[src/verilog/loader_pkg.sv]
package loader_pkg;

    // bus and character widths.
    typedef logic [31:0] addr_t;
    typedef logic [31:0] data_t;
    typedef logic [7:0]  byte_t;
    typedef logic [1:0]  trans_t;
    typedef logic [2:0]  size_t;

    typedef enum logic [2:0] {
        ST_IDLE,
        ST_TYPE,
        ST_COUNT,
        ST_ADDR,
        ST_DATA,
        ST_CSUM,
        ST_EOL,
        ST_ERROR
    } parser_state_t;

    // ahb-lite transfer codes.
    localparam trans_t HTRANS_IDLE   = 2'b00;
    localparam trans_t HTRANS_NONSEQ = 2'b10;

    localparam size_t HSIZE_BYTE = 3'b000;
    localparam size_t HSIZE_HALF = 3'b001;
    localparam size_t HSIZE_WORD = 3'b010;

    // uart oversampling.
    localparam int CLOCKS_PER_BIT = 16;
    localparam int BIT_CNT_BITS   = $clog2(CLOCKS_PER_BIT);

    // 1 KiB ram organised as words.
    localparam int RAM_ADDR_BITS = 10;
    localparam int RAM_WORD_BITS = RAM_ADDR_BITS - 2;

    // s-record characters and checksum target.
    localparam byte_t CHAR_S    = 8'h53;
    localparam byte_t CHAR_CR   = 8'h0D;
    localparam byte_t CHAR_LF   = 8'h0A;
    localparam byte_t CSUM_GOOD = 8'hFF;

endpackage

[src/verilog/srec_ahb_bridge.sv]
`timescale 1ns/10ps

module srec_ahb_bridge (
    input  logic               clock,
    input  logic               rst,
    input  logic               big_endian,
    input  loader_pkg::addr_t  wr_addr,
    input  loader_pkg::byte_t  wr_byte,
    input  logic               wr_valid,
    input  logic               hready,
    output loader_pkg::addr_t  haddr,
    output loader_pkg::trans_t htrans,
    output loader_pkg::size_t  hsize,
    output logic               hwrite,
    output loader_pkg::data_t  hwdata
);
    import loader_pkg::*;

    logic  addr_phase;
    logic  data_phase;
    byte_t byte_q;

    always_ff @(posedge clock) begin
        if (rst) begin
            addr_phase <= 1'b0;
            data_phase <= 1'b0;
        end else begin
            if (wr_valid)
                addr_phase <= 1'b1;
            else if (hready)
                addr_phase <= 1'b0;  // address accepted.
            if (hready)
                data_phase <= addr_phase;
        end
    end

    // big endian flips the lane within the word.
    always_ff @(posedge clock) begin
        if (wr_valid) begin
            haddr  <= big_endian ? {wr_addr[31:2], ~wr_addr[1:0]} : wr_addr;
            byte_q <= wr_byte;
        end
    end

    assign htrans = addr_phase ? HTRANS_NONSEQ : HTRANS_IDLE;
    assign hwrite = addr_phase;
    assign hsize  = HSIZE_BYTE;
    assign hwdata = {4{byte_q}};  // slave picks the lane.

    // parser spacing leaves no room for a second write in flight.
    a_no_overlap: assert property (
        @(posedge clock) disable iff (rst) wr_valid |-> !(addr_phase || data_phase)
    );

endmodule

[config.mk]
export PLATFORM = sky130hd
export DESIGN_NAME = srec_ahb_bridge
export DESIGN_NICKNAME = d
export VERILOG_FILES = /design/src/verilog/loader_pkg.sv /design/src/verilog/srec_ahb_bridge.sv
export SDC_FILE = /design/constraint.sdc
export NUM_CORES = 1
export LEC_CHECK = 0
export BUFFER_PORTS_ARGS = -buffer_cell sky130_fd_sc_hd__clkbuf_2
export CAP_MARGIN = 5
export CORE_ASPECT_RATIO = 2
export CORE_MARGIN = 5
export CORE_UTILIZATION = 42
export DETAILED_ROUTE_END_ITERATION = 12
export PLACE_DENSITY = 0.84
export SYNTH_ARGS = -nofsm -noshare
export SYNTH_HDL_FRONTEND = slang
export SYNTH_SLANG_ARGS = --single-unit
[constraint.sdc]
create_clock -name clock -period 1 [get_ports clock]
set_input_delay 0.2 -clock clock [delete_from_list [all_inputs] [get_ports clock]]
set_output_delay 0.2 -clock clock [all_outputs]
set_load 0.02 [all_outputs]
# == Word-level counts from Yosys, hierarchy flattened ==
# Index checks and enable logic that the tools add are counted.
# W data, S select, Z words.
# classes
muxes,4
bitwise_logic,1
n_reduce_logical,1
# ops
op,count
$mux W2,2
$mux W1,2
$not A2 Y2,1
$reduce_bool A2 Y1,1
# totals
regBits,41
input_bits,45
out_inout_bits,70

# == Longest topological paths before layout ==
# Gate-level depths: netlist of the first run.
# logic_depth
word_depth,2
ltp_mapped,2

# == Worst setup path after synthesis of the first run ==
# No wires, ideal clock.
# synth_path
path_kind,flip-flop to output port
from,register byte_q[2]
to,output port hwdata[10]
t_arrival_ns,0.697
t_required_ns,0.800
path_slack_ns,0.103
stages_incl_launch_ff,2
path_buffers,1
cell_sequence,edfxtp_1 buf_4
# synth_rtl
element,line_no,source
start: declaration,srec_ahb_bridge.sv:21,byte_t byte_q;
start signal: assignment,srec_ahb_bridge.sv:41,byte_q <= wr_byte;
end: declaration,srec_ahb_bridge.sv:15,output loader_pkg::data_t hwdata
# No word-level cell between the ends.

# == Worst setup path in the final report of the first run ==
# layout_path
from,register byte_q[2]
to,output port hwdata[10]
# No word-level cell between the ends.

==> results of run 1 <==
[synthesized netlist by cell type]
cell type | count | area share (%)
inv_1 | 1 | 0.25
nand2b_1 | 1 | 0.42
a21oi_2 | 1 | 0.59
buf_4 | 29 | 15
edfxtp_1 | 40 | 81
dfxtp_1 | 1 | 1.4
conb_1 | 1 | 0.25
xor2_1 | 2 | 1.2
[registers in the layout, indices dropped and copies added (netlist names)]
register / count
hwrite: 1
haddr: 32
byte_q: 8
[final cells by class]
cell class	count	area, um2	share of cell area, %
Tap cell	48	60.1	2.70
Clock buffer	5	68.8	3.09
Multi-Input combinational cell	8	47.5	2.13
Sequential cell	41	1220	55.0
Clock inverter	3	41.3	1.85
Timing Repair Buffer	112	782	35.1
Inverter	1	3.75	0.168
[layer usage]
| layer | up-vias | GRT usage (%) |
|---|---|---|
| met5 | - | 0 |
| li1 | 420 | - |
| met1 | 420 | 11.1 |
| met4 | 0 | 7.00 |
| met2 | 58 | 25.7 |
| met3 | 2 | 3.66 |
[path summary, 6_finish.rpt]
check,from,to,slack (ps),cells past startpoint
max,byte_q[2],hwdata[10],-120,1
min,rst,hwrite,70,2
max reg2reg,hwrite,hwrite,370,2
min reg2reg,hwrite,hwrite,530,2
[cells in the final DEF (no fill, tap or decap), types with 2 or more instances in the layout]
master     n
buf_2     36
conb_1     4
buf_12     2
buf_8      2
clkbuf_2  44
xor2_1     2
buf_6     27
clkbuf_8   5
edfxtp_1  40
[power by group]
group / switching [mW] / internal, mW / total, mW / leakage (nW)
logic: 0.431 / 0.330 / 0.760 / 0.556
registers: 0.0693 / 2.04 / 2.11 / 0.400
clock network: 0.518 / 0.734 / 1.25 / 0.0518
total: 1.02 / 3.10 / 4.12 / 1.01
[cells by family after synthesis]
| group | count (synthesis) | synth area share (%) |
|---|---|---|
| compound gates | 1 | 0.592 |
| other cells | 1 | 0.254 |
| buf+inv | 30 | 15.0 |
| flops | 41 | 82.6 |
| xor+xnor | 2 | 1.18 |
| simple gates | 1 | 0.423 |
[repair_timing]
item | in CTS | in global routing
hold buffers | 0 | 0
gates resized for setup | 5 | 122
endpoints found under the setup margin | 66 | 66
==> metrics.md, run 1 <==
| Metric | Value |
|---|---|
| Layout cells sized above 1 | `71.2%` |
| CP peak stage delay | `about 450 ps` |
| Number of I/O pins | `115` |
| First drt pass iteration count | `4` |
| Layout area overhead | `50.7%` |
| Via/cell ratio | `around 4.1` |
| Metal3 WL | `~280 um` |
| Filler cells | `between 200 and 300` |
| Post-Syn Area | `1480 um2` |
| Global Route Usage Sum | `13.2%` |
| Maximum clock path buffer count | `2` |
| Finished Layout Cells | `218` |
| Pre-CTS setup slack | `roughly 150 ps` |
| Worst VDD drop | `1.92 mV` |
| Final instance area | `2230 um2` |
| Tot Pwr | `about 4.1 mW` |
| Syn Area/Cell | `19.5 um2` |
| Metal-1 WL | `897 um` |
| CP max FO | `4` |
| Area of the die | `4880 um2` |
| Fin crit share | `112%` |
| RSZ-0062 raised after global routing | `true` |
| Total grt overflow | `0` |
| 1st-iter DRT viols | `21` |
| Hold WS | `69.4 ps` |
| Setup Fix Bufs, Post-CTS | `0` |
| Count of cell types in the netlist | `8` |
| Post-DP Area | `1920 um2` |
| Slew Limit Fails | `0` |
| Cell count after synthesis | `76` |
| Routed len/inst | `roughly 15 um` |
| DR vias | `900` |
| Wire length on met2 | `2.05 mm` |
| FMAX | `between 0.8 and 0.9 GHz` |
| Startpoint types | `register` |
| Number of H-tree levels | `2` |
| Hold Path Class | `in2reg` |
| Final setup vio count | `52` |
| Initial core utilization | `43.3%` |
| Crit Path Class | `reg2out` |
| Critical path buffer and inverter count | `1` |
| Highest routed layer | `met4` |
| Clock Tree Root | `clkbuf_8` |
| Sequential area share after synthesis | `82.6%` |
| Setup Skew | `0 ps` |
| # rows | `30` |
| Placer Congestion | `0.692` |
| # Max-Cap Violations | `0` |
| Worst path arrival time | `920 ps` |
| Worst Slack Setup Final | `-118 ps` |
| TritonCTS Sinks | `41` |
| Pin count of the biggest net entering global routing | `26` |
| Die X-Extent | `about 52 um` |
| Final Hold Fails | `0` |
| DRT antenna net count | `0` |
| Clock tree from TritonCTS | `yes` |
| Failing checks | `setup timing` |
| Initial antenna violation count | `0` |
| CTS buffer count | `5` |
| First-pass GRT wire length | `between 4 and 5 mm` |
| Crit. End Element | `output port` |
| Placed insts | `210` |
| Clk pin slew, worst setup/hold paths | `approximately 80 ps` |
| Final min period | `1120 ps` |
| Critical Path RT | `800 ps` |
| Total Negative Setup Slacks | `-3230 ps` |
| Delay-heaviest family, CP | `flip-flops` |
| Status | `complete, but fails checks` |
| Die Y | `93.9 um` |
| Port Buffers | `110` |
| Post-layout util | `between 60% and 70%` |
| Final nets | `around 210` |
| Residual DRC count | `0` |
| Routed WL | `about 3.3 mm` |
| Synth warnings | `0` |
| Leak pwr | `~1 nW` |
| Clk_lat worst skew | `280 ps` |
| PD cells | `1850 nW/um2` |
| Synth Register Bits | `41` |
| Via count of the first global-routing pass | `913` |
| Hpwl dp | `between 2 and 3 mm` |
| Core area | `3420 um2` |
| Crit-path slowest cell | `edfxtp_1` |
| Worst-path cell chain | `buf_2` |
| Antenna diode count | `0` |
Note: power is estimated with default switching activity, not from simulation.
==> run 2, diff against run 1 <==
--- a/config.mk
+++ b/config.mk
@@ -8,10 +8,10 @@
 export BUFFER_PORTS_ARGS = -buffer_cell sky130_fd_sc_hd__clkbuf_2
 export CAP_MARGIN = 5
 export CORE_ASPECT_RATIO = 2
-export CORE_MARGIN = 5
-export CORE_UTILIZATION = 42
+export CORE_UTILIZATION = 39
 export DETAILED_ROUTE_END_ITERATION = 12
-export PLACE_DENSITY = 0.84
+export PLACE_DENSITY = 0.79
 export SYNTH_ARGS = -nofsm -noshare
 export SYNTH_HDL_FRONTEND = slang
 export SYNTH_SLANG_ARGS = --single-unit
+export TNS_END_PERCENT = 20
==> constraint.sdc (replaced) <==
create_clock -name clock -period 1.2 [get_ports clock]
set_input_delay 0.24 -clock clock [delete_from_list [all_inputs] [get_ports clock]]
set_output_delay 0.24 -clock clock [all_outputs]
set_load 0.02 [all_outputs]
==> run 2 against run 1 <==
First-iteration DRC count grew 4.8%. Largest power group unchanged. Combinational power shrank 32%. Critical path type unchanged. Highest routed layer unchanged. The flow now finishes without violations. Clock power shrank 24%. Setup slack gained 180 ps.
==> metrics.md, run 2 (same netlist as run 1, synthesis figures left out) <==
| Metric | Value |
|---|---|
| Gates resized, CTS repair | `0` |
| Crit. End Element | `output port` |
| Cts hold-fix bufs | `0` |
| Most flop-heavy register | `haddr` |
| Via count of the first global-routing pass | `just over 700` |
| Via/cell ratio | `between 3 and 4` |
| Hpwl dp | `2.18 mm` |
| CP max FO | `4` |
| Total Negative Setup Slacks | `0 ps` |
| Port Buffers | `110` |
| Final nets | `213` |
| Final instance area | `2010 um2` |
| RSZ-0062 raised after global routing | `false` |
| Hold Path Class | `in2reg` |
| 1st-iter DRT viols | `22` |
| TritonCTS Sinks | `41` |
| Hold WS | `roughly 110 ps` |
| Worst Slack Setup Final | `57.8 ps` |
| DRT antenna net count | `0` |
| Leak pwr | `0.951 nW` |
| Die Y | `between 80 and 90 um` |
| Comb pwr share | `16.2%` |
| Pre-CTS setup slack | `302 ps` |
| Area of the die | `4060 um2` |
| Clock Tree Root | `clkbuf_8` |
| Global Route Usage Sum | `about an eighth` |
| Startpoint types | `register` |
| First-pass GRT wire length | `3.52 mm` |
| Residual DRC count | `0` |
| PD cells | `between 1500 and 2000 nW/um2` |
| Commonest non-fill, non-tap cell in the layout | `clkbuf_2` |
| Placer Congestion | `0.721` |
| Routed len/inst | `12.4 um` |
| Initial antenna violation count | `0` |
| Clk_lat worst skew | `280 ps` |
| Reg power frac | `between 50 and 60%` |
| Number of I/O pins | `115` |
| Die X-Extent | `45.5 um` |
| Psw | `roughly 0.82 mW` |
| Commonest non-fill, non-tap cells in the layout | `clkbuf_2, edfxtp_1, clkbuf_8, conb_1, xor2_1` |
| # Max-Cap Violations | `0` |
| Number of H-tree levels | `2` |
| Final Hold Fails | `0` |
| Status | `complete, no violations` |
| CTS buffer count | `5` |
| Delay-heaviest family, CP | `flip-flops` |
| Layout cells sized above 1 | `about 71%` |
| First drt pass iteration count | `4` |
| Crit-path slowest cell | `edfxtp_1` |
| Flip-flop count of the largest register after layout | `32` |
| CP peak stage delay | `roughly 430 ps` |
| Core area | `3610 um2` |
| # rows | `31` |
| Antenna diode count | `0` |
| FF-to-FF setup slack | `roughly 580 ps` |
| Post-DP Area | `1900 um2` |
| Critical path buffer and inverter count | `1` |
| Clock tree from TritonCTS | `yes` |
| Slew Limit Fails | `0` |
| Fin crit share | `95.2%` |
| Setup Fix Bufs, Post-CTS | `0` |
| Setup Skew | `0 ps` |
| Crit Path Class | `reg2out` |
| Worst path arrival time | `about 900 ps` |
| Initial core utilization | `41.0%` |
| Total grt overflow | `0` |
| Clock power frac | `around 30%` |
| Worst-path cell chain | `clkbuf_2` |
| DR vias | `868` |
| Critical Path RT | `~960 ps` |
| P_int | `2.39 mW` |
| Layout area overhead | `35.6%` |
| Pin count of the biggest net entering global routing | `42` |
| Worst VDD drop | `0.945 mV` |
| Tot Pwr | `3.21 mW` |
| Final setup vio count | `0` |
| Clk pin slew, worst setup/hold paths | `70 ps` |
| Routed WL | `2.69 mm` |
| Switching portion of total power | `about 25%` |
| FMAX | `0.875 GHz` |
| Final min period | `1140 ps` |
| Maximum clock path buffer count | `2` |
run 2: power groups by stage:
stage,logic [mW],registers (mW),clock network [mW]
after floorplan,0.206,1.92,0
after global placement,0.519,1.77,0
after detailed placement,0.524,1.77,0
after CTS,0.525,1.74,0.971
after global routing,0.552,1.75,1.04
final,0.519,1.74,0.947
run 2: path summary, 6_finish.rpt:
path	start	endpoint	depth (start not counted)
setup / recovery	byte_q[2]	hwdata[2]	1
hold / removal	rst	hwrite	2
setup reg to reg	hwrite	hwrite	2
hold reg to reg	hwrite	hwrite	2
run 2: routing by layer:
layer	global-route usage [%]	vias up	routed length, um
met4	9.92	0	69
met5	0	-	0
met2	22.6	51	1560
met3	4.65	6	231
met1	12.4	394	836
li1	-	417	-
run 2: layout make-up:
| type | count | area (um2) |
|---|---|---|
| Fill cell | 313 | 1600 |
| Multi-Input combinational cell | 8 | 47.5 |
| Sequential cell | 41 | 1220 |
| Timing Repair Buffer | 111 | 571 |
| Clock inverter | 1 | 5.00 |
| Tap cell | 49 | 61.3 |
| Inverter | 1 | 3.75 |
| Clock buffer | 7 | 96.3 |
run 2: metrics by stage:
step	utilization, %	cells
6_report	55.6	218
5_1_grt	55.6	218
4_1_cts	55.6	218
3_5_place_dp	52.8	210
3_3_place_gp	52.8	210
2_1_floorplan	-	79
