File: config.mk
export PLATFORM = sky130hd
export DESIGN_NAME = uart_receiver
export DESIGN_NICKNAME = d
export VERILOG_FILES = /design/src/verilog/loader_pkg.sv /design/src/verilog/uart_receiver.sv
export SDC_FILE = /design/constraint.sdc
export NUM_CORES = 1
export LEC_CHECK = 0
export BUFFER_PORTS_ARGS = -buffer_cell sky130_fd_sc_hd__buf_2
export CORE_UTILIZATION = 53
export DETAILED_ROUTE_END_ITERATION = 10
export PLACE_DENSITY = 0.74
export SYNTH_ARGS = -nofsm -noshare
export SYNTH_HDL_FRONTEND = slang
export SYNTH_SLANG_ARGS = --single-unit
File: constraint.sdc
create_clock -name clock -period 2.3 [get_ports clock]
set_input_delay 0.46 -clock clock [delete_from_list [all_inputs] [get_ports clock]]
set_output_delay 0.46 -clock clock [all_outputs]
set_load 0.005 [all_outputs]
File: src/verilog/loader_pkg.sv
package loader_pkg;

    // bus and character widths.
    typedef logic [31:0] addr_t;
    typedef logic [31:0] data_t;
    typedef logic [7:0]  byte_t;
    typedef logic [1:0]  trans_t;
    typedef logic [2:0]  size_t;

    typedef enum logic [2:0] {
        ST_IDLE,
        ST_TYPE,
        ST_COUNT,
        ST_ADDR,
        ST_DATA,
        ST_CSUM,
        ST_EOL,
        ST_ERROR
    } parser_state_t;

    // ahb-lite transfer codes.
    localparam trans_t HTRANS_IDLE   = 2'b00;
    localparam trans_t HTRANS_NONSEQ = 2'b10;

    localparam size_t HSIZE_BYTE = 3'b000;
    localparam size_t HSIZE_HALF = 3'b001;
    localparam size_t HSIZE_WORD = 3'b010;

    // uart oversampling.
    localparam int CLOCKS_PER_BIT = 16;
    localparam int BIT_CNT_BITS   = $clog2(CLOCKS_PER_BIT);

    // 1 KiB ram organised as words.
    localparam int RAM_ADDR_BITS = 10;
    localparam int RAM_WORD_BITS = RAM_ADDR_BITS - 2;

    // s-record characters and checksum target.
    localparam byte_t CHAR_S    = 8'h53;
    localparam byte_t CHAR_CR   = 8'h0D;
    localparam byte_t CHAR_LF   = 8'h0A;
    localparam byte_t CSUM_GOOD = 8'hFF;

endpackage

File: src/verilog/uart_receiver.sv
`timescale 1ns/10ps

module uart_receiver (
    input  logic              clock,
    input  logic              rst,
    input  logic              rx,
    output loader_pkg::byte_t rx_byte,
    output logic              rx_valid
);
    import loader_pkg::*;

    logic                    rx_meta;
    logic                    rx_sync;
    logic                    rx_prev;
    logic                    busy;
    logic [BIT_CNT_BITS-1:0] tick_cnt;
    logic [3:0]              bit_idx;
    byte_t                   shift_reg;

    // line idles high.
    always_ff @(posedge clock) begin
        if (rst) begin
            rx_meta <= 1'b1;
            rx_sync <= 1'b1;
            rx_prev <= 1'b1;
        end else begin
            rx_meta <= rx;
            rx_sync <= rx_meta;
            rx_prev <= rx_sync;
        end
    end

    always_ff @(posedge clock) begin
        rx_valid <= 1'b0;
        if (rst) begin
            busy     <= 1'b0;
            tick_cnt <= '0;
            bit_idx  <= '0;
        end else if (!busy) begin
            if (rx_prev && !rx_sync) begin  // start edge.
                busy     <= 1'b1;
                tick_cnt <= BIT_CNT_BITS'(CLOCKS_PER_BIT / 2 - 1);
                bit_idx  <= '0;
            end
        end else if (tick_cnt != '0) begin
            tick_cnt <= tick_cnt - 1'b1;
        end else begin
            // mid-bit sample point.
            tick_cnt <= BIT_CNT_BITS'(CLOCKS_PER_BIT - 1);
            bit_idx  <= bit_idx + 1'b1;
            if (bit_idx == 4'd0) begin
                if (rx_sync)
                    busy <= 1'b0;  // glitch rather than a start bit.
            end else if (bit_idx == 4'd9) begin
                busy     <= 1'b0;
                rx_valid <= rx_sync;  // low stop bit drops the frame.
            end
        end
    end

    // lsb first.
    always_ff @(posedge clock) begin
        if (busy && tick_cnt == '0 && bit_idx != 4'd0 && bit_idx != 4'd9)
            shift_reg <= {rx_sync, shift_reg[7:1]};
    end

    assign rx_byte = shift_reg;

    a_single_strobe: assert property (
        @(posedge clock) disable iff (rst) rx_valid |=> !rx_valid
    );

endmodule

# ---- Word-level counts from Yosys, hierarchy flattened
# Index checks and enable logic that the tools add are counted.
dict set report classes {
  reduce_logical 12
  n_mux 12
  n_addsub 2
  eq_ne 3
  bitwise_logic 2
}
# cell n
set op_table {}
lappend op_table {{$mux 4} 6}
lappend op_table {{$logic_not 4->1} 2}
lappend op_table {{$reduce_bool 4->1} 2}
lappend op_table {{$mux 1} 6}
lappend op_table {{$reduce_or 5->1} 1}
lappend op_table {{$add 4x1->4 const B} 1}
lappend op_table {{$eq 4x4->1 const B} 1}
lappend op_table {{$logic_and 1x1->1} 4}
lappend op_table {{$ne 4x4->1 const B} 1}
lappend op_table {{$sub 4x1->4 const B} 1}
lappend op_table {{$ne 2x2->1 const B} 1}
lappend op_table {{$not 1->1} 2}
lappend op_table {{$reduce_and 2->1} 1}
lappend op_table {{$reduce_bool 2->1} 1}
lappend op_table {{$logic_not 1->1} 1}
dict set report totals {
  in_bits 3
  wordCells 39
  regBits 21
}

# ---- Depth between registers and ports, before layout
# Gate-level depths: netlist of run 1.
dict set report depth {
  ltp_word 5
  mapped_depth 6
  mapped_depth_nobuf 5
}

# ---- Worst setup path after synthesis of run 1
# No wires, ideal clock.
dict set report synth_path {
  path_type {reg-to-reg}
  start {reg tick_cnt[0]}
  end {reg shift_reg[0], in the netlist rx_byte[0], enable pin}
  required_time_ns 1.930
  arrival_ns 1.228
  stages_incl_launch_ff 6
  period_less_slack_ns 1.599
  path_slack_ns 0.701
  setup_time_ns 0.370
  cell_sequence {dfxtp_1 > inv_1 > ha_1 > nand4bb_2 > buf_6 > nor2_1}
}
dict set report synth_between {
  elab_chain_cells 4
}
# item line
set synth_rtl {}
lappend synth_rtl {{start: declaration} uart_receiver.sv:16} ;# logic [BIT_CNT_BITS-1:0] tick_cnt;
lappend synth_rtl {{start signal: assignment} uart_receiver.sv:42} ;# tick_cnt <= BIT_CNT_BITS'(CLOCKS_PER_BIT / 2 - 1);
lappend synth_rtl {{start signal: assignment} uart_receiver.sv:46} ;# tick_cnt <= tick_cnt - 1'b1;
lappend synth_rtl {{start signal: assignment} uart_receiver.sv:49} ;# tick_cnt <= BIT_CNT_BITS'(CLOCKS_PER_BIT - 1);
lappend synth_rtl {{$logic_not 4->1} uart_receiver.sv:63} ;# if (busy && tick_cnt == '0 && bit_idx != 4'd0 && bit_idx != 4'd9)
lappend synth_rtl {{$logic_and 1x1->1 (3 in series)} uart_receiver.sv:63}
lappend synth_rtl {{end signal: assignment} uart_receiver.sv:64} ;# shift_reg <= {rx_sync, shift_reg[7:1]};
lappend synth_rtl {{end: declaration} uart_receiver.sv:18} ;# byte_t shift_reg;
# Every way passes these cells.
# A chain may end at the register's enable or synchronous reset.

# ---- Worst setup path after layout of run 1
dict set report layout_path {
  start {reg tick_cnt[0]}
  end {reg shift_reg[3], in the netlist rx_byte[3], enable pin}
}
# Same word-level chain as after synthesis.

==> metrics.md, run 1 <==
| Metric | Value |
|---|---|
| ANT cells | `0` |
| Yosys top cell by area | `dfxtp_1` |
| Num rows | `14` |
| Worst EP arrival | `1.83 ns` |
| DRT Pass-1 Iters | `4` |
| Synth top cells by count | `dfxtp_1, edfxtp_1, inv_1, nor2_1, ha_1` |
| CTS max path bufs | `2` |
| Detailed Place HPWL | `1025 um` |
| Maximum VDD drop | `0.3673 mV` |
| Worst slew margin | `59.16%` |
| Synth async-reset ratio | `0%` |
| Max-slew violation count | `0` |
| Max-Cap Viols | `0` |
| Post-CTS Hold Fix Bufs | `0` |
| Ranking of synthesized cells by area | `dfxtp_1, edfxtp_1, ha_1` |
| Top-area cell type share of the netlist area | `29.89%` |
| Post-CTS setup buffers | `0` |
| Remaining antenna violation count | `0` |
| Total negative slack | `0 ns` |
| CP startpoint kind | `flop` |
| Mapped Area | `870.8 um2` |
| Minimum clock period | `1.892 ns` |
| IO Port Bufs | `11` |
| Total wire length | `1317 um` |
| Max Freq | `0.5285 GHz` |
| HP Class | `in -> reg` |
| CP max stage cell | `nor2_1` |
| Share of cells above drive strength 1 | `26.74%` |
| Htree depth | `1` |
| Crit path cell chain | `inv_1 > ha_1 > nand4bb_2 > nor2_1` |
| Clock skew | `0.004008 ns` |
| Power density cells | `652.2 nW/um2` |
| Die height | `42.54 um` |
| Drc violations | `0` |
| Synth Instances | `74` |
| Vias in the first global route | `487` |
| Leak Pwr | `0.3785 nW` |
| Run status | `complete, no violations` |
| Post_cts resized | `0` |
| CTS Buf Count | `3` |
| Top delay family on crit path | `simple AND/OR/NAND/NOR gates` |
| WP data required | `2.24 ns` |
| First-pass GRT wire length | `2145 um` |
| Clock Latency Late Sink | `0.29 ns` |
| Final Hold Fails | `0` |
| GP Congestion | `0.6930` |
| Period utilisation layout | `82.26%` |
| DR WL/cell | `12.91 um` |
| Synthesis-to-finish area growth | `9.052%` |
| Critical Path Sink Type | `flop` |
| Syn_area_per_cell | `11.77 um2` |
| Initial antenna violation count | `0` |
| Most common cell in the netlist | `dfxtp_1` |
| Post-Syn Nets | `81` |
| Die width | `42.54 um` |
| Most used DFF post-synth | `dfxtp_1` |
| Crit path buffers/inverters | `1` |
| Ys Warns | `0` |
| Worst Tran Pin Value | `0.6104 ns` |
| Via density | `5.569` |
| Die area | `1809 um2` |
| Clk slew on worst S/H paths | `0.10 ns` |
| Pwr Total | `0.6193 mW` |
| Max stage delay on crit path | `0.56 ns` |
| Drt first-iter violations | `6` |
| Largest net degree at the start of global routing | `15` |
| #FFs+latches synth | `21` |
| Total global-route track usage | `16.11%` |
| Final setup viols | `0` |
| CTS tree | `yes` |
| RSZ-0062 raised after global routing | `false` |
| Crit Path Category | `reg -> reg` |
| EDFF count, synth | `8` |
| Core area | `1524 um2` |
| Via count | `568` |
| Sink Count | `21` |
| Nets | `94` |
| Clock tree root driver cell | `clkbuf_4` |
| Critical path peak fanout | `10` |
| IO Pins | `12` |
| Synth cell types | `29` |
| Grt ovf | `0` |
| Sequential area share after synthesis | `57.47%` |
| Initial core utilization | `57.14%` |
-- cells by family (layout without fill, tap and decap cells) --
family / count (synthesis) / in the layout / synth area share [%]
AOI/OAI and AO/OA: 12 / 12 / 11.21
muxes: 2 / 2 / 2.586
buffers and inverters: 9 / 21 / 5.172
adders and majority gates: 4 / 4 / 5.747
and+or+nand+nor: 26 / 26 / 17.82
DFF: 21 / 21 / 57.47
-- routing by layer --
layer	part of all wire, %	vias to the layer above	track usage, %
li1	-	290	-
met1	44	262	18.99
met2	51	14	28.31
met3	2.9	2	2.586
met4	1.8	0	7.500
met5	0	-	0
-- path summary, 6_finish.rpt --
path / from / to / slack [ns] / depth (start not counted)
worst min register to register: rx_meta$_SDFF_PP1_ / rx_sync$_SDFF_PP1_ / 0.42 / 1
worst max-delay path: tick_cnt[0]$_SDFFE_PP0P_ / rx_byte[3]$_DFFE_PP_ / 0.41 / 4
worst min-delay path: rx / rx_meta$_SDFF_PP1_ / 0.34 / 2
worst max register to register: tick_cnt[0]$_SDFFE_PP0P_ / rx_byte[3]$_DFFE_PP_ / 0.41 / 4
-- registers in the layout (all words and copies together), names as in the netlist --
register  flops
tick_cnt      4
bit_idx       4
busy          1
rx_prev       1
rx_valid      1
rx_byte       8
rx_meta       1
rx_sync       1
-- through the flow --
stage               cells  setup WS (ns)  util [%]  cell area (um2)  hold WS (ns)
finish                102         0.4080     62.32            949.7        0.3375
global route          102         0.2315     62.32            949.7        0.3218
CTS                   102         0.3883     62.32            949.7        0.3276
detailed placement     98         0.4075     60.59            923.4        0.3950
global placement       98         0.5345     60.59            923.4        0.3943
floorplan              74         0.7014         -            870.8        0.3895
-- layout make-up --
type	count	area, um2
fill	134	574.3
sequential	21	500.5
multi-input combinational	44	325.3
timing repair buffer	11	55.05
clock buffer	4	26.28
inverter	6	22.52
tap	16	20.02
-- report_power, final --
group,internal (mW),switching (mW)
sequential,0.394,0.0107
combinational,0.0217,0.0260
clock,0.0675,0.0994
-- layout by cell type, fill, tap and decap left out, drive strengths merged, types with 3 or more instances in the layout --
cell,instances
nor3b,3
edfxtp,8
nor2,6
clkbuf,4
a31o,3
dfxtp,13
or2,4
buf,11
ha,4
inv,6
Power figures use the tool's default switching activity.
==> run 2: changes to the inputs <==
Settings changed: CORE_UTILIZATION 53 to 48, PLACE_DENSITY 0.74 to 0.71.
Clock period 2.3 ns to 1.6 ns, I/O delays scaled along.
==> run 2 against run 1 <==
  * Design area up 4.1%
  * Critical path type unchanged
  * Critical endpoint is now rx_byte[6]$_DFFE_PP_
  * Highest routed layer unchanged
  * Hold slack got worse by 0.14 ns
  * Die area up 9.9%
  * Clock power rose by 46%
  * Setup slack worse by 0.24 ns
  * Wire length decreased by 3.2%
  * Sequential power is 44% higher
  * Via count fell by 0.53%
==> metrics.md, run 2 (same netlist as run 1, synthesis figures left out) <==
| Metric | Value |
|---|---|
| Crit Path Category | `reg -> reg` |
| Crit path cell chain | `inv_1 > ha_1 > nand4bb_4 > nor2_1 > buf_4` |
| Clock network power share | `27.1% (+0.2 points)` |
| Commonest non-fill, non-tap cell in the layout | `dfxtp_1` |
| Core area | `1708 um2 (+12%)` |
| Sw Pwr | `0.2033 mW (+49%)` |
| Nets | `96 (+2.1%)` |
| Max-slew violation count | `0 (unchanged)` |
| Drt first-iter violations | `5 (-1)` |
| Remaining antenna violation count | `0 (unchanged)` |
| Place WS | `0.1505 ns (-0.2570 ns)` |
| Sw Share | `22.63% (+0.66 points)` |
| Clock skew | `0.008022 ns (+0.004014 ns)` |
| DRT Pass-1 Iters | `4 (unchanged)` |
| Worst setup margin | `0.1694 ns (-0.2386 ns)` |
| DR WL/cell | `11.28 um (-13%)` |
| Cell area after layout | `988.4 um2 (+4.1%)` |
| Fill count | `135 (+0.75%)` |
| Share of cells above drive strength 1 | `29.55% (+2.8 points)` |
| First-pass GRT wire length | `1987 um (-7.4%)` |
| Final setup viols | `0 (unchanged)` |
| Final Hold Fails | `0 (unchanged)` |
| Die height | `44.60 um (+4.8%)` |
| Multi-input logic area | `336.6 um2 (+3.5%)` |
| WP data required | `1.62 ns (-0.62 ns)` |
| Dpl cell area | `949.7 um2 (+2.8%)` |
| Max Freq | `0.6990 GHz (+32%)` |
| RSZ-0062 raised after global routing | `false` |
| Maximum VDD drop | `0.5286 mV (+44%)` |
| HP Class | `in -> reg` |
| IO Pins | `12 (unchanged)` |
| Drc violations | `0 (unchanged)` |
| Critical Path Sink Type | `flop` |
| Worst slew margin | `78.29% (+19 points)` |
| Minimum clock period | `1.431 ns (-0.4614 ns)` |
| Die width | `44.60 um (+4.8%)` |
| Worst Tran Pin Value | `0.3253 ns (-0.2851 ns)` |
| Htree depth | `1 (unchanged)` |
| CTS max path bufs | `2 (unchanged)` |
| Max stage delay on crit path | `0.34 ns (-0.22 ns)` |
| Total wire length | `1275 um (-3.2%)` |
| CP startpoint kind | `flop` |
| Sink Count | `21 (unchanged)` |
| Detailed Place HPWL | `931.2 um (-9.1%)` |
| Clock tree root driver cell | `clkbuf_4` |
| CTS Buf Count | `3 (unchanged)` |
| CP max stage cell | `dfxtp_1` |
| Critical path peak fanout | `8 (-2)` |
| Power density cells | `909.1 nW/um2 (+39%)` |
| Total area of sequential cells | `500.5 um2 (unchanged)` |
| Comb pwr share | `8.2% (+0.5 points)` |
| Most frequent cells in the layout | `dfxtp_1, buf_2, edfxtp_1, inv_1, nor2_1` |
| Post-CTS Hold Fix Bufs | `0 (unchanged)` |
| Run status | `complete, no violations` |
| Period utilisation layout | `89.41% (+7.1 points)` |
| Largest net degree at the start of global routing | `15 (unchanged)` |
| Hold Crit Depth | `2 (unchanged)` |
| GP Congestion | `0.7494 (+8.1%)` |
| Clk slew on worst S/H paths | `0.11 ns (about the same)` |
| Leak Pwr | `0.3919 nW (+3.6%)` |
| Via count | `565 (-0.53%)` |
| P_int | `0.6953 mW (+44%)` |
| Max-Cap Viols | `0 (unchanged)` |
| Num rows | `15 (+1)` |
| Initial core utilization | `50.99% (-6.2 points)` |
| ANT cells | `0 (unchanged)` |
| Synthesis-to-finish area growth | `13.51%` |
| Total negative slack | `0 ns (unchanged)` |
| Total global-route track usage | `14.38% (-1.7 points)` |
| CTS tree | `yes` |
| Initial antenna violation count | `0 (unchanged)` |
| Clock Latency Late Sink | `0.30 ns (about the same)` |
| Die area | `1989 um2 (+9.9%)` |
| Register-to-Register Path Depth | `5 (+1)` |
| Grt ovf | `0 (unchanged)` |
| Post-CTS setup buffers | `0 (unchanged)` |
| Max reg flops | `8 (unchanged)` |
| IO Port Bufs | `11 (unchanged)` |
| Sequential share of power | `64.7% (-0.7 points)` |
| Vias in the first global route | `459 (-5.7%)` |
| Final core occ | `57.88% (-4.4 points)` |
| Worst EP arrival | `1.45 ns (-0.38 ns)` |
| Via density | `5.000 (-10%)` |
[run 2: metal layers]
metal  vias to the layer above  global-route usage (%)  share of wire, %
met3                         4                   2.449               2.6
met2                        14                   21.47                46
met5                         -                       0                 0
met1                       253                   18.54                49
li1                        294                       -                 -
met4                         0                   10.91               2.0
[run 2: final timing paths]
path	startpoint	to	slack, ns
worst max-delay path	tick_cnt[0]$_SDFFE_PP0P_	rx_byte[6]$_DFFE_PP_	0.17
worst min-delay path	rx	rx_meta$_SDFF_PP1_	0.20
worst max register to register	tick_cnt[0]$_SDFFE_PP0P_	rx_byte[6]$_DFFE_PP_	0.17
worst min register to register	rx_meta$_SDFF_PP1_	rx_sync$_SDFF_PP1_	0.42
[run 2: repair_timing]
| action | in CTS | in global routing |
|---|---|---|
| endpoints found under the setup margin | 0 | 7 |
| gates resized for setup | 0 | 1 |
| endpoints found under the hold margin | 0 | 0 |
[run 2: layout make-up]
type                       count  share of cell area (%)
clock buffer                   3                   2.278
clock inverter                 1                  0.5063
inverter                       6                   2.278
tap                           25                   3.165
timing repair buffer          13                   7.089
multi-input combinational     44                   34.05
sequential                    21                   50.63
[run 2: power by group through the flow]
stage | registers, mW | clock network (mW) | logic [mW]
after detailed placement | 0.593 | 0 | 0.0683
after floorplan | 0.588 | 0 | 0.0602
final | 0.582 | 0.243 | 0.0735
after global placement | 0.593 | 0 | 0.0671
after global routing | 0.586 | 0.276 | 0.0825
after CTS | 0.581 | 0.258 | 0.0696
[run 2: through the flow]
stage | power, mW | cells | hold slack (ns)
after floorplan | 0.6480 | 74 | 0.3895
after global placement | 0.6603 | 109 | 0.3921
after detailed placement | 0.6617 | 109 | 0.3953
after CTS | 0.9082 | 113 | 0.1903
after global routing | 0.9445 | 113 | 0.1940
final | 0.8986 | 113 | 0.2007
[run 2: worst max-delay path: cells and delay by family, from the launching register on]
kind | cells | cell delay, ns
simple gates | 2 | 0.31
fa+ha+maj | 1 | 0.27
buf+inv | 2 | 0.24
flops | 1 | 0.34
