--- src/verilog/loader_pkg.sv ---
package loader_pkg;

    // bus and character widths.
    typedef logic [31:0] addr_t;
    typedef logic [31:0] data_t;
    typedef logic [7:0]  byte_t;
    typedef logic [1:0]  trans_t;
    typedef logic [2:0]  size_t;

    typedef enum logic [2:0] {
        ST_IDLE,
        ST_TYPE,
        ST_COUNT,
        ST_ADDR,
        ST_DATA,
        ST_CSUM,
        ST_EOL,
        ST_ERROR
    } parser_state_t;

    // ahb-lite transfer codes.
    localparam trans_t HTRANS_IDLE   = 2'b00;
    localparam trans_t HTRANS_NONSEQ = 2'b10;

    localparam size_t HSIZE_BYTE = 3'b000;
    localparam size_t HSIZE_HALF = 3'b001;
    localparam size_t HSIZE_WORD = 3'b010;

    // uart oversampling.
    localparam int CLOCKS_PER_BIT = 16;
    localparam int BIT_CNT_BITS   = $clog2(CLOCKS_PER_BIT);

    // 1 KiB ram organised as words.
    localparam int RAM_ADDR_BITS = 10;
    localparam int RAM_WORD_BITS = RAM_ADDR_BITS - 2;

    // s-record characters and checksum target.
    localparam byte_t CHAR_S    = 8'h53;
    localparam byte_t CHAR_CR   = 8'h0D;
    localparam byte_t CHAR_LF   = 8'h0A;
    localparam byte_t CSUM_GOOD = 8'hFF;

endpackage

--- src/verilog/srec_parser.sv ---
`timescale 1ns/10ps

module srec_parser (
    input  logic              clock,
    input  logic              rst,
    input  loader_pkg::byte_t rx_byte,
    input  logic              rx_valid,
    output logic              in_progress,
    output logic              format_error,
    output logic              checksum_error,
    output loader_pkg::byte_t error_location,
    output loader_pkg::addr_t wr_addr,
    output loader_pkg::byte_t wr_byte,
    output logic              wr_valid
);
    import loader_pkg::*;

    parser_state_t state;
    byte_t         record_index;
    logic          have_hi;
    logic [3:0]    hi_nibble;
    logic [2:0]    addr_left;
    byte_t         remaining;
    byte_t         sum;
    addr_t         addr;
    logic          store;
    logic          terminate;

    logic          hex_ok;
    logic [3:0]    nibble;
    logic          type_ok;
    logic [2:0]    type_len;
    logic          hex_state;
    logic          eol_char;
    logic          byte_done;
    byte_t         full_byte;
    byte_t         sum_next;
    logic          fmt_err;
    logic          csum_err;

    always_comb begin
        hex_ok = 1'b1;
        nibble = 4'h0;
        if (rx_byte >= "0" && rx_byte <= "9")
            nibble = rx_byte[3:0];
        else if ((rx_byte >= "A" && rx_byte <= "F") || (rx_byte >= "a" && rx_byte <= "f"))
            nibble = rx_byte[3:0] + 4'd9;
        else
            hex_ok = 1'b0;
    end

    // address bytes per record type.
    always_comb begin
        type_ok = 1'b1;
        case (rx_byte)
            "0", "1", "5", "9": type_len = 3'd2;
            "2", "8":           type_len = 3'd3;
            "3", "7":           type_len = 3'd4;
            default: begin
                type_ok  = 1'b0;
                type_len = 3'd2;
            end
        endcase
    end

    assign hex_state = state inside {ST_COUNT, ST_ADDR, ST_DATA, ST_CSUM};
    assign eol_char  = (rx_byte == CHAR_CR) || (rx_byte == CHAR_LF);
    assign byte_done = rx_valid && hex_state && hex_ok && have_hi;
    assign full_byte = {hi_nibble, nibble};
    assign sum_next  = sum + full_byte;

    always_comb begin
        fmt_err = 1'b0;
        if (rx_valid) begin
            case (state)
                ST_IDLE:  fmt_err = in_progress && rx_byte != CHAR_S && !eol_char;
                ST_TYPE:  fmt_err = !type_ok;
                ST_EOL:   fmt_err = !eol_char;
                ST_ERROR: fmt_err = 1'b0;
                default:  fmt_err = !hex_ok ||
                                    (byte_done && state == ST_COUNT &&
                                     full_byte <= {5'd0, addr_left});
            endcase
        end
    end

    assign csum_err = byte_done && state == ST_CSUM && sum_next != CSUM_GOOD;

    always_ff @(posedge clock) begin
        wr_valid <= 1'b0;
        if (rst) begin
            state          <= ST_IDLE;
            in_progress    <= 1'b0;
            format_error   <= 1'b0;
            checksum_error <= 1'b0;
            error_location <= '0;
            record_index   <= '0;
            have_hi        <= 1'b0;
        end else if (fmt_err || csum_err) begin
            state          <= ST_ERROR;
            in_progress    <= 1'b0;
            format_error   <= fmt_err;
            checksum_error <= csum_err;
            error_location <= record_index;
        end else if (rx_valid) begin
            if (hex_state)
                have_hi <= !have_hi;
            case (state)
                ST_IDLE, ST_ERROR: begin
                    if (rx_byte == CHAR_S) begin
                        state <= ST_TYPE;
                        if (!in_progress) begin  // first record of a load.
                            in_progress    <= 1'b1;
                            format_error   <= 1'b0;
                            checksum_error <= 1'b0;
                            record_index   <= '0;
                        end
                    end
                end
                ST_TYPE: begin
                    state   <= ST_COUNT;
                    have_hi <= 1'b0;
                end
                ST_COUNT: if (byte_done) state <= ST_ADDR;
                ST_ADDR: begin
                    if (byte_done && addr_left == 3'd1)
                        state <= (remaining == 8'd2) ? ST_CSUM : ST_DATA;
                end
                ST_DATA: begin
                    if (byte_done) begin
                        wr_valid <= store;
                        if (remaining == 8'd2)
                            state <= ST_CSUM;
                    end
                end
                ST_CSUM: if (byte_done) state <= ST_EOL;
                ST_EOL: begin
                    state        <= ST_IDLE;
                    record_index <= record_index + 1'b1;
                    if (terminate)
                        in_progress <= 1'b0;  // s7/s8/s9 ends the load.
                end
                default: state <= ST_IDLE;
            endcase
        end
    end

    always_ff @(posedge clock) begin
        if (rx_valid)
            hi_nibble <= nibble;
        if (rx_valid && state == ST_TYPE) begin
            addr_left <= type_len;
            store     <= rx_byte inside {"1", "2", "3"};
            terminate <= rx_byte inside {"7", "8", "9"};
        end
        if (byte_done) begin
            case (state)
                ST_COUNT: begin
                    remaining <= full_byte;
                    sum       <= full_byte;
                    addr      <= '0;
                end
                ST_ADDR: begin
                    remaining <= remaining - 1'b1;
                    addr_left <= addr_left - 1'b1;
                    sum       <= sum_next;
                    addr      <= {addr[23:0], full_byte};
                end
                ST_DATA: begin
                    remaining <= remaining - 1'b1;
                    sum       <= sum_next;
                    addr      <= addr + 1'b1;
                    wr_addr   <= addr;
                    wr_byte   <= full_byte;
                end
                default: ;
            endcase
        end
    end

    a_no_write_on_error: assert property (
        @(posedge clock) disable iff (rst) wr_valid |-> !(format_error || checksum_error)
    );

endmodule

--- config.mk ---
export PLATFORM = sky130hd
export DESIGN_NAME = srec_parser
export DESIGN_NICKNAME = d
export VERILOG_FILES = /design/src/verilog/loader_pkg.sv /design/src/verilog/srec_parser.sv
export SDC_FILE = /design/constraint.sdc
export NUM_CORES = 1
export LEC_CHECK = 0
export BUFFER_PORTS_ARGS = -buffer_cell sky130_fd_sc_hd__buf_2
export CAP_MARGIN = 40
export CORE_UTILIZATION = 42
export CTS_BUF_LIST = sky130_fd_sc_hd__clkbuf_4
export CTS_CLUSTER_SIZE = 40
export DETAILED_ROUTE_END_ITERATION = 10
export GPL_TIMING_DRIVEN = 0
export PLACE_DENSITY = 0.72
export SYNTH_ARGS = -nofsm -noshare
export SYNTH_HDL_FRONTEND = slang
export SYNTH_SLANG_ARGS = --single-unit
--- constraint.sdc ---
create_clock -name clock -period 5.91 [get_ports clock]
set_input_delay 0.8865 -clock clock [delete_from_list [all_inputs] [get_ports clock]]
set_output_delay 0.8865 -clock clock [all_outputs]
set_load 0.01 [all_outputs]
[Word-level counts from Yosys, hierarchy flattened]
Cells that the tools add are included.
Widths: inputs -> output; s select.
Storage, ports and cells
  bits in registers: 121
  bits in latches: 0
  memory bits (writable): 0
  memory bits (read-only): 0
  input bits: 11
  word-level logic and storage cells: 152
  memories kept: 0
Cells by class
  $add $sub $neg: 6
  multipliers: 0
  div/mod/pow operators: 0
  magnitude comparators: 7
  equal/unequal tests: 32
  shifts and indexed selects: 0
  multiplexer cells: 38
  bitwise gates (word level): 4
  reductions and logical operators: 48
Operators with widths (number)
  $pmux 32 s3: 1
  $eq 8x6->1 const B: 8
  $pmux 8 s2: 3
  $mux 3: 11
  $add 32x1->32 const B: 1
  $pmux 3 s7: 1
  $eq 8x4->1 const B: 2
  $ge 8x7->1 const B: 2
  $le 8x7->1 const B: 2
  $mux 8: 2
  $mux 1: 15
  $logic_and 1x1->1: 14
  $eq 3x3->1 const B: 4
  $reduce_bool 2->1: 6
  $reduce_or 2->1: 5
  $ne 3x2->1 const B: 3
  $reduce_bool 3->1: 3
  $add 8x1->8 const B: 1
  $add 8x8->8: 1
  $eq 8x2->1 const B: 1
  $eq 8x7->1 const B: 1
  $ge 8x6->1 const B: 1
  $le 8x3->1: 1
  $le 8x6->1 const B: 1
  other kinds (27): 45

[Logic depth before layout (Yosys ltp)]
Gate-level depths: netlist (run 1).
  depth in word-level cells: 15
  mapped depth: 16
  depth with buffers taken out: 15

[Worst setup path after synthesis (run 1)]
OpenSTA, ideal clock, no wires.
  path kind: input port to flip-flop
  start: in rx_byte[1]
  end: reg error_location[0]
  arrival time: 4.086 ns
  data required time: 5.838 ns
  path slack: 1.752 ns
  stages on the path: 16
  buffers on the path: 1
  cell sequence: inv_1 ha_1 nor3b_1 nor4b_4 mux2i_1 inv_1 ha_1 fa_1 a21o_1 a21oi_1 xor2_1 nor4b_1 a311oi_2 nor2_1 buf_4 mux2i_1
RTL lines
  start, declared: line srec_parser.sv:6  | input loader_pkg::byte_t rx_byte,
  $ge 8x7->1 or $le 8x7->1 (tied branches): line srec_parser.sv:46  | else if ((rx_byte >= "A" && rx_byte <= "F") || (rx_byte >= "a" && rx_byte <= "f"))
  $logic_and 1x1->1: line srec_parser.sv:46
  $logic_or 1x1->1: line srec_parser.sv:46
  $mux 4: line srec_parser.sv:46
  $mux 4 *: line srec_parser.sv:44  | if (rx_byte >= "0" && rx_byte <= "9")
  net nibble[0]: line srec_parser.sv:30  | logic [3:0] nibble;
  $le 8x3->1: line srec_parser.sv:82  | full_byte <= {5'd0, addr_left});
  $logic_and 1x1->1: line srec_parser.sv:81  | (byte_done && state == ST_COUNT &&
  $logic_or 1x1->1: line srec_parser.sv:80  | default: fmt_err = !hex_ok ||
  $pmux 1 s4: line srec_parser.sv:75  | case (state)
  $mux 1: line srec_parser.sv:74  | if (rx_valid) begin
  $logic_or 1x1->1 *: line srec_parser.sv:99  | end else if (fmt_err || csum_err) begin
  end signal, assigned: line srec_parser.sv:104  | error_location <= record_index;
  end, declared: line srec_parser.sv:11  | output loader_pkg::byte_t error_location,
The timed path passes the listed nets; every way through them passes the cells marked *.
A chain may end at the register's enable or synchronous reset.

[Worst setup path after layout (run 1)]
  start: in rx_byte[1]
  end: reg error_location[5]
The elaborated chain is that of the path after synthesis.

==> results of run 1 <==
==> kinds of logic (layout without fill, tap and decap cells) <==
| logic type | after synthesis | after routing | share of synthesized area |
|---|---|---|---|
| DFF | 121 | 121 | 0.5333 |
| buffers and inverters | 39 | 135 | 0.02579 |
| adders and majority gates | 21 | 21 | 0.04286 |
| muxes | 11 | 11 | 0.01746 |
| other | 0 | 1 | 0 |
| xor gates and xnor gates | 42 | 42 | 0.05833 |
| AOI/OAI and AO/OA | 128 | 128 | 0.1343 |
| and+or+nand+nor | 228 | 228 | 0.1879 |
==> worst max-delay path: cells and delay by family <==
family	cells	cell delay, ns
AOI/OAI and AO/OA	3	0.67
adders and majority gates	3	0.97
muxes	2	0.82
xor gates and xnor gates	1	0.11
and+or+nand+nor	4	1.16
buffers and inverters	4	0.62
==> worst max path at each step <==
stage	from	end	slack (ns)
finish	rx_byte[1]	error_location[5]	1.14
global placement	rx_byte[0]	error_location[6]	0.61
detailed placement	rx_byte[0]	error_location[5]	0.56
CTS	rx_byte[0]	error_location[5]	1.12
floorplan	rx_byte[1]	error_location[0]	1.75
global route	rx_byte[0]	error_location[0]	0.88
==> registers in the layout (all words and copies together), names as in the netlist, 3 cells and up <==
signal	count
wr_addr	32
addr_left	3
state	3
hi_nibble	4
addr	32
sum	8
remaining	8
wr_byte	8
record_index	8
error_location	8
==> routing by layer <==
layer,global-route usage,up-vias,part of all wire
li1,-,2349,-
met1,0.2304,2315,0.44
met2,0.3097,156,0.48
met3,0.04338,36,0.051
met4,0.08079,0,0.022
met5,0,-,0
==> power by group through the flow <==
stage               clock, mW  sequential (mW)  combinational (mW)
detailed placement          0             1.02               0.540
global route            0.743             1.00               0.611
floorplan                   0             1.01               0.401
finish                  0.694             1.00               0.556
global placement            0             1.02               0.513
CTS                     0.707             1.00               0.546
==> cell usage after synthesis (all sizes together), types with 2 or more instances <==
library cell and instances:
o32ai 3, clkbuf 19, a211oi 5, o22ai 11
and2 6, dfxtp 27, nand4 5, nor4b 5
o21a 3, nor2b 8, and3 7, nor2 45
xnor2 22, nand2b 19, mux2i 11, inv 15
o211ai 2, nand2 68, a311oi 2, nor3b 4
or3b 2, nand3b 3, a22o 5, a21oi 20
nand3 25, nor3 10, and4 3, xor2 20
nor4 2, a21boi 4, edfxtp 94, or4 2
or3 7, a32o 3, o21ai 46, or2 3
a2111oi 2, o21bai 2, ha 20, a21o 4
buf 5, a31oi 4
==> final cells by class <==
type	instances	area (µm²)	share of cell area
multi-input combinational	430	2795	0.3866
timing repair buffer	64	341.6	0.04724
tap	184	230.2	0.03184
clock inverter	14	200.2	0.02769
sequential	121	3363	0.4651
inverter	15	56.30	0.007787
antenna	1	2.502	0.0003461
clock buffer	18	135.1	0.01869
buffer	24	106.4	0.01471
==> metrics by stage <==
step | std cells | utilization | area (µm²)
2_1_floorplan | 590 | - | 6306
3_3_place_gp | 835 | 0.4690 | 6842
3_5_place_dp | 838 | 0.4725 | 6893
4_1_cts | 870 | 0.4955 | 7228
5_1_grt | 871 | 0.4956 | 7231
6_report | 871 | 0.4956 | 7231
==> run_results.csv, run 1 <==
group,metric,value,unit
pwr,p_comb_frac,0.247,
setup_path,crit_chain,"buf_2, inv_1, ha_1, nor3b_1, nor4b_4, mux2i_1, inv_1, ha_1, fa_1, a21o_1, a21oi_1, xor2_1, nor4b_1, a311oi_2, nor2_1, buf_4, mux2i_1",
cts,cts_max_level,4,
synthesis,ys_ff_latch,121,
detailed_routing,drtAntennaViolNets,0,
setup_path,critPathMaxStageDelay,0.60,ns
die,dieHeight,124.5,µm
pwr,pwr-share-seq,0.445,
timing,hold_slack,0.4676,ns
final_layout,fin_nets,705,
setup_path,worstPathMaxFanout,10,
setup_path,reg2regPathDepth,9,
timing,tns,0,ns
placed_design,io_buffers,61,
worst_hold_path,worstHoldPathCells,1,
pwr,p_total,2.250,mW
pwr,power_density,311.2,mW/mm²
pwr,p_sw,702.0,µW
placed_design,gp_congestion,0.9135,
die,die_area,0.01551,mm²
synthesis,ys_seq_area_frac,0.5333,
synthesis,synth_ff_type,"edfxtp_1",
synthesis,avgSynthCellArea,10.69,µm²
timing,slew_violations,0,
cts,clk_pin_slew,0.12,ns
cts,post_cts_resized,0,
timing,finClkSkew,0.02035,ns
placed_design,dp.final_hpwl,9.926,mm
timing,fin_crit,4.774,ns
detailed_routing,drtPass1Iterations,7,
setup_path,cp.required,6.39,ns
timing,rsz0062_at_grt,"false",
worst_hold_path,min_from,"record_index[7]",
timing,timing.fmax,209.5,MHz
pwr,leakage,2.601,nW
detailed_routing,vias,4856,
global_route,grt_pass1_vias,4752,
detailed_routing,totalWireLength,13.93,mm
cts,cts_tree,"yes",
die,core_area,0.01459,mm²
job,maxCapViolations,0,
pwr,internal_power,1.548,mW
global_route,antenna_found_initial,1,
final_layout,fillers,1288,
pwr,clockPowerShare,0.308,
setup_path,r2r_slack,2.77,ns
detailed_routing,drc_errors,0,
cts,clock-root-buffer,"clkbuf_4",
timing,setup_violations,0,
detailed_routing,vias_per_cell,5.575,
placed_design,place_ws,0.5634,ns
setup_path,r2r-start,"hi_nibble[1]",
pwr,vdd_drop_max,158.4,µV
setup_path,arrival,5.25,ns
setup_path,cp_slowest_cell,"mux2i_1",
synthesis,synthCells,590,
synthesis,yosysTopAreaCell,"edfxtp_1",
worst_hold_path,hp-class,"flop to flop",
die,initial_utilization,0.4322,
cts,cts-buffers-inserted,17,
synthesis,netlist_top_cells_area,"edfxtp_1 45%, dfxtp_1 8.6%, nand2_1 4.0%",
die,ios,63,
die,fp-row-count,44,
cts,cts_sinks,121,
timing,hold_violations,0,
cts,cts_buffer_depth,2,
setup_path,crit-reg2reg-capture,"error_location[5]",
synthesis,synthArstFlopShare,0,
synthesis,synth_top_area_share,0.4476,
global_route,grt_pass1_wl,23.14,mm
setup_path,end_kind,"flop",
global_route,grt_overflow,0,
worst_hold_path,min_to,"record_index[7]",
synthesis,synth_area,0.006306,mm²
detailed_routing,drtIter0Drc,511,
pwr,switching_share,0.3120,
synthesis,synth.distinct_cells,68,
cts,worstSkewPairLatency,0.55,ns
final_layout,drive_above_1_share,0.1720,
setup_path,start_kind,"primary input",
synthesis,yosysWarnings,0,
final_layout,final_cell_mix,"94 x edfxtp_1, 68 x nand2_1, 63 x buf_2",
timing,finalWorstSetupSlack,1.136,ns
timing,tightest_slew,0.9146,ns
synthesis,synth_enable_flop_cells,94,
final_layout,mostFrequentLayoutCell,"edfxtp_1",
outcome,status,"finished, final reports clean",
timing,slew_headroom,0.3847,
timing,period_share,0.8077,
setup_path,crit_type,"primary input to flop",
synthesis,synth_nets,622,
die,fp.dieW,124.5,µm
detailed_routing,detail_route.wl_per_cell,15.99,µm
cts,cts_setup_buffers,0,
cts,cts_hold_buf,0,
global_route,grt_max_degree,33,
global_route,grt.total_usage,0.1862,
final_layout,syn_to_final_growth,14.66,%
(Power assumes the default switching activity.)
==> run 2: changes to the inputs <==
--- a/config.mk
+++ b/config.mk
@@ -12,7 +12,7 @@
 export CTS_CLUSTER_SIZE = 40
 export DETAILED_ROUTE_END_ITERATION = 10
 export GPL_TIMING_DRIVEN = 0
-export PLACE_DENSITY = 0.72
+export PLACE_DENSITY = 0.74
 export SYNTH_ARGS = -nofsm -noshare
 export SYNTH_HDL_FRONTEND = slang
 export SYNTH_SLANG_ARGS = --single-unit
==> constraint.sdc (replaced) <==
create_clock -name clock -period 4.1 [get_ports clock]
set_input_delay 0.615 -clock clock [delete_from_list [all_inputs] [get_ports clock]]
set_output_delay 0.615 -clock clock [all_outputs]
set_load 0.01 [all_outputs]
==> run 2 against run 1 <==
Against the previous run: die area unchanged; sequential share of layout area hardly changed; wire length is 2.6% higher; clock power increased by 0.7%; worst setup slack lost 0.96 ns; count of clock-buffer cells in the layout unchanged; critical path type unchanged; critical endpoint is now format_error; largest cell class unchanged; largest power group unchanged.
==> run_results.csv, run 2 (same netlist as run 1, synthesis figures left out) <==
group,metric,value,unit
final_layout,largestRegisters,"addr: 32 flops, wr_addr: 32 flops",
timing,period_share,0.9564,
timing,setup_violations,0,
detailed_routing,drtAntennaViolNets,0,
detailed_routing,drtIter0Drc,408,
setup_path,end_kind,"flop",
setup_path,critPathCapture,"format_error",
final_layout,multi_input_area,0.002872,mm²
setup_path,cp_slowest_cell,"fa_1",
global_route,grt_overflow,0,
final_layout,fin_nets,710,
detailed_routing,totalWireLength,14.29,mm
setup_path,r2r_slack,1.20,ns
cts,cts-buffers-inserted,17,
setup_path,worstPathMaxFanout,8,
setup_path,r2r-start,"sum[0]",
global_route,antenna_found_initial,1,
placed_design,dp.cells,838,
global_route,grt_pass1_vias,4791,
cts,cts_sinks,121,
placed_design,gp_congestion,0.9309,
cts,cts_max_level,4,
die,dieHeight,124.5,µm
cts,cts_tree,"yes",
detailed_routing,drtPass1Iterations,5,
detailed_routing,vias,4997,
setup_path,crit_type,"primary input to flop",
detailed_routing,vias_per_cell,5.704,
timing,hold_slack,0.3852,ns
detailed_routing,drc_errors,0,
cts,cts_buffer_depth,2,
setup_path,arrival,4.30,ns
placed_design,dp.final_hpwl,10.02,mm
final_layout,fillers,1280,
setup_path,reg2regPathDepth,10,
cts,clk_pin_slew,0.11,ns
final_layout,final_cells,876,
die,initial_utilization,0.4322,
timing,finClkSkew,0.01828,ns
die,die_area,0.01551,mm²
global_route,grt_pass1_wl,23.12,mm
global_route,grt.total_usage,0.1864,
timing,rsz0062_at_grt,"false",
die,fp.dieW,124.5,µm
timing,timing.fmax,255.0,MHz
cts,clock-root-buffer,"clkbuf_4",
setup_path,path_buf_inv,4,
timing,tightest_slew,0.8945,ns
outcome,status,"finished, final reports clean",
worst_hold_path,hp-class,"primary input to flop",
cts,worstSkewPairLatency,0.52,ns
pwr,power_density,408.5,mW/mm²
die,core_area,0.01459,mm²
setup_path,critPathMaxStageDelay,0.48,ns
die,ios,63,
placed_design,place_ws,-0.8555,ns
setup_path,crit_chain,"buf_2, inv_1, ha_1, o21bai_1, a21oi_2, mux2i_4, inv_1, ha_1, fa_1, a21o_1, a21oi_1, xor2_2, nor4b_4, a311oi_2, buf_4, nand3b_1, a21oi_1",
die,fp-row-count,44,
final_layout,final_cell_mix,"94 x edfxtp_1, 68 x nand2_1, 62 x buf_2",
timing,hold_violations,0,
timing,fin_crit,3.921,ns
timing,slew_headroom,0.4022,
timing,slew_violations,0,
detailed_routing,detail_route.wl_per_cell,16.31,µm
setup_path,crit_start,"rx_byte[0]",
timing,tns,0,ns
final_layout,syn_to_final_growth,14.58,%
placed_design,io_buffers,61,
job,maxCapViolations,0,
pwr,vdd_drop_max,188.5,µV
setup_path,critPathTopFamily,"compound AO/OA/AOI/OAI gates",
setup_path,crit-reg2reg-capture,"format_error",
cts,cts_hold_buf,0,
final_layout,regArea,0.003363,mm²
global_route,grt_max_degree,34,
setup_path,start_kind,"primary input",
final_layout,drive_above_1_share,0.1925,
setup_path,cp.required,4.48,ns
final_layout,mostFrequentLayoutCell,"edfxtp_1",
pwr,leakage,2.599,nW
setup_path,cp_num_cells,17,
timing,finalWorstSetupSlack,0.1788,ns
## run 2: routing by layer
| layer | global-route usage | wire [µm] | vias up |
|---|---|---|---|
| met1 | 0.2252 | 6014 | 2375 |
| met5 | 0 | 0 | - |
| met4 | 0.09001 | 461 | 0 |
| met2 | 0.3094 | 6947 | 220 |
| met3 | 0.04725 | 863 | 40 |
| li1 | - | - | 2362 |
## run 2: per-stage QoR
stage / instance area (µm²) / power [mW] / utilization
6_report: 7226 / 2.952 / 0.4953
5_1_grt: 7226 / 3.101 / 0.4953
4_1_cts: 7134 / 2.938 / 0.4890
3_5_place_dp: 6893 / 2.245 / 0.4725
3_3_place_gp: 6842 / 2.203 / 0.4690
2_1_floorplan: 6306 / 2.037 / -
## run 2: power breakdown
part	internal, mW	switching, mW	leakage (nW)
Clock	0.239	0.460	0.143
Combinational	0.290	0.522	1.38
Sequential	1.41	0.0350	1.07
## run 2: worst min-delay path by stage
| stage | from | end | slack [ns] | cells past startpoint |
|---|---|---|---|---|
| floorplan | addr[6] | wr_addr[6] | 0.42 | 0 |
| global placement | addr[6] | wr_addr[6] | 0.44 | 0 |
| detailed placement | record_index[7] | record_index[7] | 0.45 | 1 |
| CTS | rx_valid | hi_nibble[0] | 0.35 | 1 |
| global route | rx_valid | hi_nibble[0] | 0.34 | 1 |
| finish | rx_valid | hi_nibble[0] | 0.39 | 1 |
## run 2: layout make-up
cell class | count | share of cell area
Clock buffer | 18 | 0.01870
Sequential cell | 121 | 0.4655
Buffer | 24 | 0.01524
Timing Repair Buffer | 69 | 0.05281
Clock inverter | 14 | 0.01039
Inverter | 15 | 0.007792
Multi-Input combinational cell | 430 | 0.3974
Antenna cell | 1 | 0.0003463
Tap cell | 184 | 0.03186
## run 2: worst reg2reg max path, delay by kind of cell (launching register included)
family / cells / cell delay (ns)
and+or+nand+nor: 2 / 0.20
AOI/OAI and AO/OA: 4 / 0.98
xor gates and xnor gates: 1 / 0.25
DFF: 1 / 0.38
buffers and inverters: 1 / 0.22
adders and majority gates: 2 / 0.74
## run 2: timing repair
item | CTS | global route
pin swaps | 2 | 3
resized for setup | 3 | 13
setup endpoints to repair | 13 | 15
buffers inserted | 2 | 3
